===== config.mk =====
export PLATFORM = sky130hd
export DESIGN_NAME = spi_ctrl_top
export DESIGN_NICKNAME = d
export VERILOG_FILES = /design/src/common/axil_pkg.sv /design/src/common/spi_pkg.sv /design/src/logic/axil_spi_regs.sv /design/src/logic/spi_ctrl_top.sv /design/src/spi/spi_engine.sv /design/src/spi/spi_rx_sampler.sv /design/src/spi/spi_tx_shifter.sv
export VERILOG_INCLUDE_DIRS = /design/src /design/src/common
export SDC_FILE = /design/constraint.sdc
export NUM_CORES = 1
export LEC_CHECK = 0
export BUFFER_PORTS_ARGS = -buffer_cell sky130_fd_sc_hd__buf_2
export CORE_MARGIN = 10
export CORE_UTILIZATION = 46
export DETAILED_ROUTE_END_ITERATION = 16
export GPL_ROUTABILITY_DRIVEN = 0
export PLACE_DENSITY_LB_ADDON = 0.1
export SETUP_SLACK_MARGIN = 0.3
export SYNTH_ARGS = -nofsm -noshare
export SYNTH_HDL_FRONTEND = slang
export SYNTH_SLANG_ARGS = --single-unit

===== constraint.sdc =====
create_clock -name clk -period 1.6 [get_ports clk]
set_input_delay 0.08 -clock clk [delete_from_list [all_inputs] [get_ports clk]]
set_output_delay 0.08 -clock clk [all_outputs]
set_load 0.005 [all_outputs]

===== src/common/spi_cfg.svh =====
`ifndef SPI_CFG_SVH
`define SPI_CFG_SVH

// Frame layout. The address field takes the bits between the write flag and the data.
`define SPI_CMD_WIDTH  12
`define SPI_READ_WIDTH 8

`define SPI_SCLK_DIV   4     // clk cycles per half sclk period.

// Register byte offsets on the 4-bit AXI4-Lite address.
`define SPI_REG_CMD    4'h0
`define SPI_REG_STATUS 4'h4
`define SPI_REG_RDATA  4'h8

`endif


===== src/common/axil_pkg.sv =====
package axil_pkg;

  typedef enum logic [1:0] {
    OKAY   = 2'b00,
    SLVERR = 2'b10
  } axil_resp_e;

  typedef struct packed {
    logic       valid;
    logic [3:0] addr;
  } axil_aw_t;

  typedef struct packed {
    logic        valid;
    logic [31:0] data;
  } axil_w_t;

  // Write strobes are not carried; every write is a full word.

  typedef struct packed {
    logic       valid;
    axil_resp_e resp;
  } axil_b_t;

  typedef struct packed {
    logic       valid;
    logic [3:0] addr;
  } axil_ar_t;

  typedef struct packed {
    logic        valid;
    axil_resp_e  resp;
    logic [31:0] data;
  } axil_r_t;

endpackage


===== src/common/spi_pkg.sv =====
`include "spi_cfg.svh"

package spi_pkg;

  // Frame sequencer states.
  typedef enum logic [2:0] {
    IDLE,   // cs high, waiting for a command.
    SETUP,  // cs low, first bit already on mosi.
    SEND,   // Command frame shifts out.
    RECV,   // Read byte shifts in.
    HOLD    // Last half period with cs still low.
  } spi_state_e;

  // Command word as software writes it.
  typedef struct packed {
    logic                                      write;  // 1 writes the slave, 0 reads it.
    logic [`SPI_CMD_WIDTH-`SPI_READ_WIDTH-2:0] addr;
    logic [`SPI_READ_WIDTH-1:0]                data;
  } spi_cmd_t;

  // One-cycle pulses from the engine to the shifter and the sampler.
  typedef struct packed {
    logic load;
    logic shift;
    logic sample;
  } spi_strobe_t;

endpackage


===== src/logic/axil_spi_regs.sv =====
`include "spi_cfg.svh"

module axil_spi_regs (
  input  logic                       clk,
  input  logic                       rst_n,
  input  axil_pkg::axil_aw_t         aw,
  input  axil_pkg::axil_w_t          w,
  output logic                       awready,
  output logic                       wready,
  output axil_pkg::axil_b_t          b,
  input  logic                       bready,
  input  axil_pkg::axil_ar_t         ar,
  output logic                       arready,
  output axil_pkg::axil_r_t          r,
  input  logic                       rready,
  output logic                       cmd_start,
  output spi_pkg::spi_cmd_t          cmd,
  input  logic                       busy,
  input  logic                       done_pulse,
  input  logic [`SPI_READ_WIDTH-1:0] rd_byte
);
  import axil_pkg::*;

  logic                       wr_fire;
  logic                       rd_fire;
  logic                       cmd_hit;
  logic                       refuse;
  logic                       start_ok;
  logic                       rd_valid;
  logic [`SPI_READ_WIDTH-1:0] rdata_q;
  logic [31:0]                rd_mux;

  // AW and W are taken together, and only with no B response outstanding.
  assign wr_fire  = aw.valid && w.valid && !b.valid;
  assign awready  = wr_fire;
  assign wready   = wr_fire;
  assign rd_fire  = ar.valid && !r.valid;
  assign arready  = rd_fire;

  assign cmd_hit  = (aw.addr == `SPI_REG_CMD);
  assign refuse   = busy || cmd_start;  // A start in flight counts as busy.
  assign start_ok = wr_fire && cmd_hit && !refuse;

  always_ff @(posedge clk or negedge rst_n)
  begin
    if (!rst_n)
    begin
      b         <= '0;
      cmd_start <= 1'b0;
      rd_valid  <= 1'b0;
    end
    else
    begin
      cmd_start <= start_ok;
      if (wr_fire)
      begin
        b.valid <= 1'b1;
        b.resp  <= (cmd_hit && refuse) ? SLVERR : OKAY;
      end
      else if (bready)
        b.valid <= 1'b0;
      // cmd stays put for the whole frame, so its write flag tells the frame direction.
      if (done_pulse && !cmd.write)
        rd_valid <= 1'b1;
      else if (rd_fire && (ar.addr == `SPI_REG_RDATA))
        rd_valid <= 1'b0;
    end
  end

  always_ff @(posedge clk)
  begin
    if (start_ok)
      cmd <= w.data[`SPI_CMD_WIDTH-1:0];
    if (done_pulse && !cmd.write)
      rdata_q <= rd_byte;
  end

  // CMD is write-only and reads back as zero like any unmapped offset.
  always_comb
  begin
    case (ar.addr)
      `SPI_REG_STATUS: rd_mux = {30'd0, rd_valid, busy};
      `SPI_REG_RDATA:  rd_mux = {{(32 - `SPI_READ_WIDTH){1'b0}}, rdata_q};
      default:         rd_mux = '0;
    endcase
  end

  always_ff @(posedge clk or negedge rst_n)
  begin
    if (!rst_n)
      r <= '0;
    else if (rd_fire)
    begin
      r.valid <= 1'b1;
      r.resp  <= OKAY;
      r.data  <= rd_mux;
    end
    else if (rready)
      r.valid <= 1'b0;
  end

  a_b_hold: assert property (@(posedge clk) disable iff (!rst_n)
    b.valid && !bready |=> b.valid && $stable(b));
  a_r_hold: assert property (@(posedge clk) disable iff (!rst_n)
    r.valid && !rready |=> r.valid && $stable(r));

endmodule


===== src/logic/spi_ctrl_top.sv =====
`include "spi_cfg.svh"

module spi_ctrl_top (
  input  logic               clk,
  input  logic               rst_n,
  input  axil_pkg::axil_aw_t aw,
  input  axil_pkg::axil_w_t  w,
  output logic               awready,
  output logic               wready,
  output axil_pkg::axil_b_t  b,
  input  logic               bready,
  input  axil_pkg::axil_ar_t ar,
  output logic               arready,
  output axil_pkg::axil_r_t  r,
  input  logic               rready,
  output logic               sclk,
  output logic               cs,
  output logic               mosi,
  input  logic               miso
);
  import spi_pkg::*;

  logic                       cmd_start;
  spi_cmd_t                   cmd;
  logic                       busy;
  logic                       done_pulse;
  logic [`SPI_READ_WIDTH-1:0] rd_byte;

  axil_spi_regs u_regs (
    .clk        (clk),
    .rst_n      (rst_n),
    .aw         (aw),
    .w          (w),
    .awready    (awready),
    .wready     (wready),
    .b          (b),
    .bready     (bready),
    .ar         (ar),
    .arready    (arready),
    .r          (r),
    .rready     (rready),
    .cmd_start  (cmd_start),
    .cmd        (cmd),
    .busy       (busy),
    .done_pulse (done_pulse),
    .rd_byte    (rd_byte)
  );

  spi_engine u_engine (
    .clk        (clk),
    .rst_n      (rst_n),
    .cmd_start  (cmd_start),
    .cmd        (cmd),
    .busy       (busy),
    .done_pulse (done_pulse),
    .rd_byte    (rd_byte),
    .sclk       (sclk),
    .cs         (cs),
    .mosi       (mosi),
    .miso       (miso)
  );

endmodule


===== src/spi/spi_engine.sv =====
`include "spi_cfg.svh"

module spi_engine (
  input  logic                       clk,
  input  logic                       rst_n,
  input  logic                       cmd_start,
  input  spi_pkg::spi_cmd_t          cmd,
  output logic                       busy,
  output logic                       done_pulse,
  output logic [`SPI_READ_WIDTH-1:0] rd_byte,
  output logic                       sclk,
  output logic                       cs,
  output logic                       mosi,
  input  logic                       miso
);
  import spi_pkg::*;

  localparam int CNT_W = (`SPI_SCLK_DIV > 1) ? $clog2(`SPI_SCLK_DIV) : 1;

  spi_state_e       state;
  spi_state_e       state_nxt;
  logic [CNT_W-1:0] half_cnt;
  logic             half_end;
  logic             rise;
  logic             fall;
  logic             wr_frame;
  logic             tx_last;
  logic             rx_full;
  spi_strobe_t      strobe;

  assign half_end = (half_cnt == CNT_W'(`SPI_SCLK_DIV - 1));

  // SETUP ends without an edge, so each bit gets a low and then a high half period.
  assign rise = half_end && (state inside {SEND, RECV}) && !sclk;
  assign fall = half_end && (state inside {SEND, RECV}) && sclk;

  assign strobe.load   = cmd_start && (state == IDLE);
  assign strobe.shift  = fall;              // Mode 0 changes mosi on the falling edge.
  assign strobe.sample = rise && (state == RECV);

  always_comb
  begin
    state_nxt = state;
    case (state)
      IDLE:
        if (cmd_start)
          state_nxt = SETUP;
      SETUP:
        if (half_end)
          state_nxt = SEND;
      SEND:
        if (fall && tx_last)
          state_nxt = wr_frame ? HOLD : RECV;
      RECV:
        if (fall && rx_full)
          state_nxt = HOLD;
      HOLD:
        if (half_end)
          state_nxt = IDLE;
      default:
        state_nxt = IDLE;
    endcase
  end

  always_ff @(posedge clk or negedge rst_n)
  begin
    if (!rst_n)
    begin
      state      <= IDLE;
      half_cnt   <= '0;
      sclk       <= 1'b0;
      done_pulse <= 1'b0;
      wr_frame   <= 1'b0;
    end
    else
    begin
      state      <= state_nxt;
      done_pulse <= (state == HOLD) && half_end;  // Lands with the return to IDLE.
      if ((state == IDLE) || half_end)
        half_cnt <= '0;
      else
        half_cnt <= half_cnt + 1'b1;
      if (rise)
        sclk <= 1'b1;
      else if (fall)
        sclk <= 1'b0;
      if (strobe.load)
        wr_frame <= cmd.write;
    end
  end

  assign busy = (state != IDLE);
  assign cs   = (state == IDLE);

  spi_tx_shifter u_tx (
    .clk     (clk),
    .rst_n   (rst_n),
    .strobe  (strobe),
    .frame   (cmd),
    .mosi    (mosi),
    .tx_last (tx_last)
  );

  spi_rx_sampler u_rx (
    .clk     (clk),
    .rst_n   (rst_n),
    .strobe  (strobe),
    .miso    (miso),
    .rx_byte (rd_byte),
    .rx_full (rx_full)
  );

  a_sclk_idle: assert property (@(posedge clk) disable iff (!rst_n) cs |-> !sclk);
  a_no_start_busy: assert property (@(posedge clk) disable iff (!rst_n) cmd_start |-> !busy);

endmodule


===== src/spi/spi_rx_sampler.sv =====
`include "spi_cfg.svh"

module spi_rx_sampler (
  input  logic                       clk,
  input  logic                       rst_n,
  input  spi_pkg::spi_strobe_t       strobe,
  input  logic                       miso,
  output logic [`SPI_READ_WIDTH-1:0] rx_byte,
  output logic                       rx_full
);

  localparam int CNT_W = $clog2(`SPI_READ_WIDTH + 1);

  logic [CNT_W-1:0] smp_cnt;

  always_ff @(posedge clk or negedge rst_n)
  begin
    if (!rst_n)
      smp_cnt <= '0;
    else if (strobe.load)
      smp_cnt <= '0;
    else if (strobe.sample && !rx_full)
      smp_cnt <= smp_cnt + 1'b1;
  end

  // MSB arrives first, so bits enter at the LSB end and move up.
  always_ff @(posedge clk)
  begin
    if (strobe.load)
      rx_byte <= '0;
    else if (strobe.sample && !rx_full)
      rx_byte <= {rx_byte[`SPI_READ_WIDTH-2:0], miso};
  end

  assign rx_full = (smp_cnt == CNT_W'(`SPI_READ_WIDTH));

endmodule


===== src/spi/spi_tx_shifter.sv =====
`include "spi_cfg.svh"

module spi_tx_shifter (
  input  logic                 clk,
  input  logic                 rst_n,
  input  spi_pkg::spi_strobe_t strobe,
  input  spi_pkg::spi_cmd_t    frame,
  output logic                 mosi,
  output logic                 tx_last
);

  localparam int CNT_W = $clog2(`SPI_CMD_WIDTH + 1);

  logic [`SPI_CMD_WIDTH-1:0] shreg;
  logic [CNT_W-1:0]          bit_cnt;

  // bit_cnt counts bits already shifted past; it stops at the frame width.
  always_ff @(posedge clk or negedge rst_n)
  begin
    if (!rst_n)
    begin
      shreg   <= '0;
      bit_cnt <= CNT_W'(`SPI_CMD_WIDTH);
    end
    else if (strobe.load)
    begin
      shreg   <= frame;
      bit_cnt <= '0;
    end
    else if (strobe.shift && (bit_cnt != CNT_W'(`SPI_CMD_WIDTH)))
    begin
      shreg   <= {shreg[`SPI_CMD_WIDTH-2:0], 1'b0};  // Zero fill keeps mosi low afterwards.
      bit_cnt <= bit_cnt + 1'b1;
    end
  end

  assign mosi    = shreg[`SPI_CMD_WIDTH-1];
  assign tx_last = (bit_cnt == CNT_W'(`SPI_CMD_WIDTH - 1));

endmodule

==> results.md <==
- FF+latch count, synth: around 70
- Fin crit share: 0.956
- Die height: between 100 and 150 µm
- Antenna violations before repair: 0
- Synth cell types: between 50 and 60
- WP data arrival: between 1.5 and 2 ns
- TNS Setup: 0 ns
- Storage element area: around 0.0018 mm²
- CP startpoint kind: flop
- Worst Hold Class: in -> reg
- Area Overhead vs Synth: 37.7%
- Hold Fails Final Rpt: 0
- Multi-input gate area: between 0.001 and 0.0015 mm²
- Via/cell ratio: 5.05
- Critical path's slowest cell: or4b_4
- Latest clock arrival within the worst-skew pair: 0.34 ns
- Overall global routing resource usage: 0.125
- Dpl cells: roughly 380
- CTS clk-pin slew, worst paths: roughly 0.080 ns
- Top cells by count, synth: dfrtp_1 (39), buf_4 (30), edfxtp_1 (20)
- Delay-heaviest family, CP: simple AND/OR/NAND/NOR gates
- Yosys top cell area share: 0.316
- Min Clock Period, post-route: 1.53 ns
- GRT Residual Overflow: 0
- WHS Endpoint: u_regs.r[1]$_DFFE_PN0P_
- WP data required: approximately 1.8 ns
- Clk_skew: ~0.0081 ns
- Leakage power: approximately 2 nW
- Synthesized area: between 0.003 and 0.004 mm²
- EDFF count, synth: 20
- Seq/Total Area, Yosys: 0.579
- Setup ws final: 0.0703 ns
- Clk root buf: clkbuf_8
- Slew @ Worst Pin: ~0.74 ns
- CP max stage delay: 0.62 ns
- Vias after detailed routing: 2196
- CTS tree: built
- RSZ-0062 raised after global routing: true
- Non-filler cells, final: ~440
- # setup viols final: 0
- Post-route ant nets: 0
- Async set-reset flop share out of synthesis: 0.594
- Synth warn: 0
- Number of CTS-inserted buffers: 9
- VDD IR-drop max: 0.656 mV
- Hold path depth: 3
- Final nets: between 400 and 500
- Power per cell area: 972 mW/mm²
- Area contributors post-synth: dfrtp_1 (32%), edfxtp_1 (19%), buf_4 (7.3%)
- Die area: 0.0104 mm²
- Bufs and invs on worst path: 1
- Clock sink count: 69
- Worst Reg-to-Reg Cells: 4
- Dpl ws: 0.0200 ns
- Hold_ws: 0.0478 ns
- Wire length per cell: 15.8 µm
- Initial Util: 0.481
- Area leader, netlist: dfrtp_1
- CP Max Fanout: 7
- Largest net degree at the start of global routing: 17
- Horiz. Die Dim: about 100 µm
- Mapped Cells: around 260
- DRC: 0
- WL final: 6890 µm
- Dpl hpwl: roughly 4400 µm
- Critical Path, Cell by Cell: or4b_4 -> clkbuf_16 -> nand2_4 -> mux2i_1
- Min-delay src: ar[3]
- Worst r2r dst: u_engine.u_rx.rx_byte[4]$_SDFFE_PP0P_
- DR iter-0 viols: 77
- Ant. Diodes: 0
- Fill count: 479
- F_max: 654 MHz
- CP Capture Type: flop
- Vias in the first global route: ~2200
- H-tree depth: 3
- Drt first pass iters: 4
- Global-route wire length before repair: 10400 µm
- Mean Syn Cell Area: roughly 12 µm²
- Core box area: 0.00642 mm²
- Maxcap violations: 0
- Overall power: roughly 0.0041 W
- Most frequent cell after synthesis: dfrtp_1
- Rel. slew slack: 0.502
- Clock tree buffer depth: 2
- IO Count: 92
- Status: complete, no violations
- Layout cells sized above 1: 0.425
- IO buf count: 44
- RR Startpoint: u_engine.state[1]$_DFFE_PN0P_
- Core Rows: 29
- Slew Viols, Final: 0
- Worst Setup Path Type: reg -> reg
- Top FF cell, synth: dfrtp_1
- R2R Setup Slk: 0.07 ns
## where the power goes
part / total (W) / switching [W] / internal (W) / leakage (nW)
registers: 0.00205 / 0.000111 / 0.00194 / 0.798
logic: 0.000536 / 0.000239 / 0.000296 / 1.08
clock network: 0.00155 / 0.000671 / 0.000881 / 0.0981
total: 0.00413 / 0.00102 / 0.00311 / 1.98
## cells by family after synthesis
family / synth area share
AO/OA/AOI/OAI: 0.0956
XOR/XNOR: 0.00284
adder cells (fa/ha/maj): 0.0203
buffers and inverters: 0.109
flip-flops: 0.579
multiplexers: 0.0429
other: 0.00121
AND/OR/NAND/NOR: 0.149
## worst max-delay path by stage
| stage | start | endpoint | slack, ns | cells after the start |
|---|---|---|---|---|
| CTS | u_engine.half_cnt[0]$_DFF_PN0_ | u_engine.u_tx.shreg[8]$_DFFE_PN0P_ | 0.07 | 5 |
| global route | u_engine.state[1]$_DFFE_PN0P_ | u_engine.u_rx.rx_byte[3]$_SDFFE_PP0P_ | 0.04 | 4 |
| floorplan | u_engine.state[2]$_DFFE_PN0P_ | u_engine.u_rx.smp_cnt[1]$_DFFE_PN0P_ | 0.07 | 5 |
| global placement | u_engine.state[2]$_DFFE_PN0P_ | u_engine.u_tx.shreg[11]$_DFFE_PN0P_ | 0.04 | 4 |
| finish | u_engine.state[1]$_DFFE_PN0P_ | u_engine.u_rx.rx_byte[4]$_SDFFE_PP0P_ | 0.07 | 4 |
| detailed placement | u_engine.state[2]$_DFFE_PN0P_ | u_engine.u_rx.rx_byte[2]$_SDFFE_PP0P_ | 0.02 | 4 |
## timing repair
action | CTS | global route
hold endpoints to repair | 29 | 0
cloned | 0 | 3
endpoints found under the setup margin | 54 | 58
hold buffers | 16 | 0
buffers inserted | 15 | 3
resized for setup | 36 | 31
pin swaps | 10 | 14
## sequential cells by signal (all words and copies together), names as in the netlist, 2 cells and up
signal                 count
u_engine.u_rx.smp_cnt      4
u_regs.r                   9
u_engine.u_tx.bit_cnt      4
u_regs.cmd                12
u_engine.state             3
u_engine.u_rx.rx_byte      8
u_regs.rdata_q             8
u_engine.u_tx.shreg       12
u_regs.b                   2
u_engine.half_cnt          2
## routing by layer
layer,vias to the layer above,global-route usage,share of wire
li1,1067,-,-
met1,1064,0.139,0.41
met2,61,0.212,0.51
met3,4,0.0432,0.070
met4,0,0.0629,0.0081
met5,-,0,0
## through the flow
stage,utilization,instance area [µm²]
2_1_floorplan,-,3280
3_3_place_gp,0.533,3420
3_5_place_dp,0.533,3420
4_1_cts,0.632,4060
5_1_grt,0.662,4250
6_report,0.662,4250
## worst reg2reg max path: stages (launching register included)
cell       delay, ns
dfrtp_2         0.49
or4b_4          0.62
clkbuf_16       0.20
nand2_4         0.05
mux2i_1         0.06
## layout make-up
cell class,count,share of cell area
Multi-Input combinational cell,161,0.309
Inverter,13,0.0115
Timing Repair Buffer,99,0.183
Tap cell,77,0.0226
Sequential cell,69,0.421
Clock inverter,7,0.0232
Clock buffer,9,0.0291
## layout by cell type (no fill, tap or decap), types with 2 or more instances in the layout
cell,n
ha_1,3
nand2_1,8
clkinvlp_4,4
conb_1,27
buf_4,24
mux2i_1,11
dfstp_2,2
a221o_1,9
buf_2,42
and3_4,8
buf_12,2
a21oi_2,2
nand3_4,2
mux2_4,2
nor4b_4,2
nand2_2,6
a22o_1,6
and2_4,2
nor3_1,2
nand3b_1,4
bufinv_16,2
a21o_1,2
clkbuf_8,9
dfrtp_2,3
dfrtp_1,36
nor2_1,4
nor2b_1,2
nand3_1,6
nand4b_1,4
inv_1,11
o21ai_0,5
nand2_4,5
buf_6,13
inv_2,2
edfxtp_1,20
a32oi_1,2
dfxtp_1,8
nand3_2,5
dlygate4sd3_1,16
and3_1,4
(Power assumes the default switching activity.)
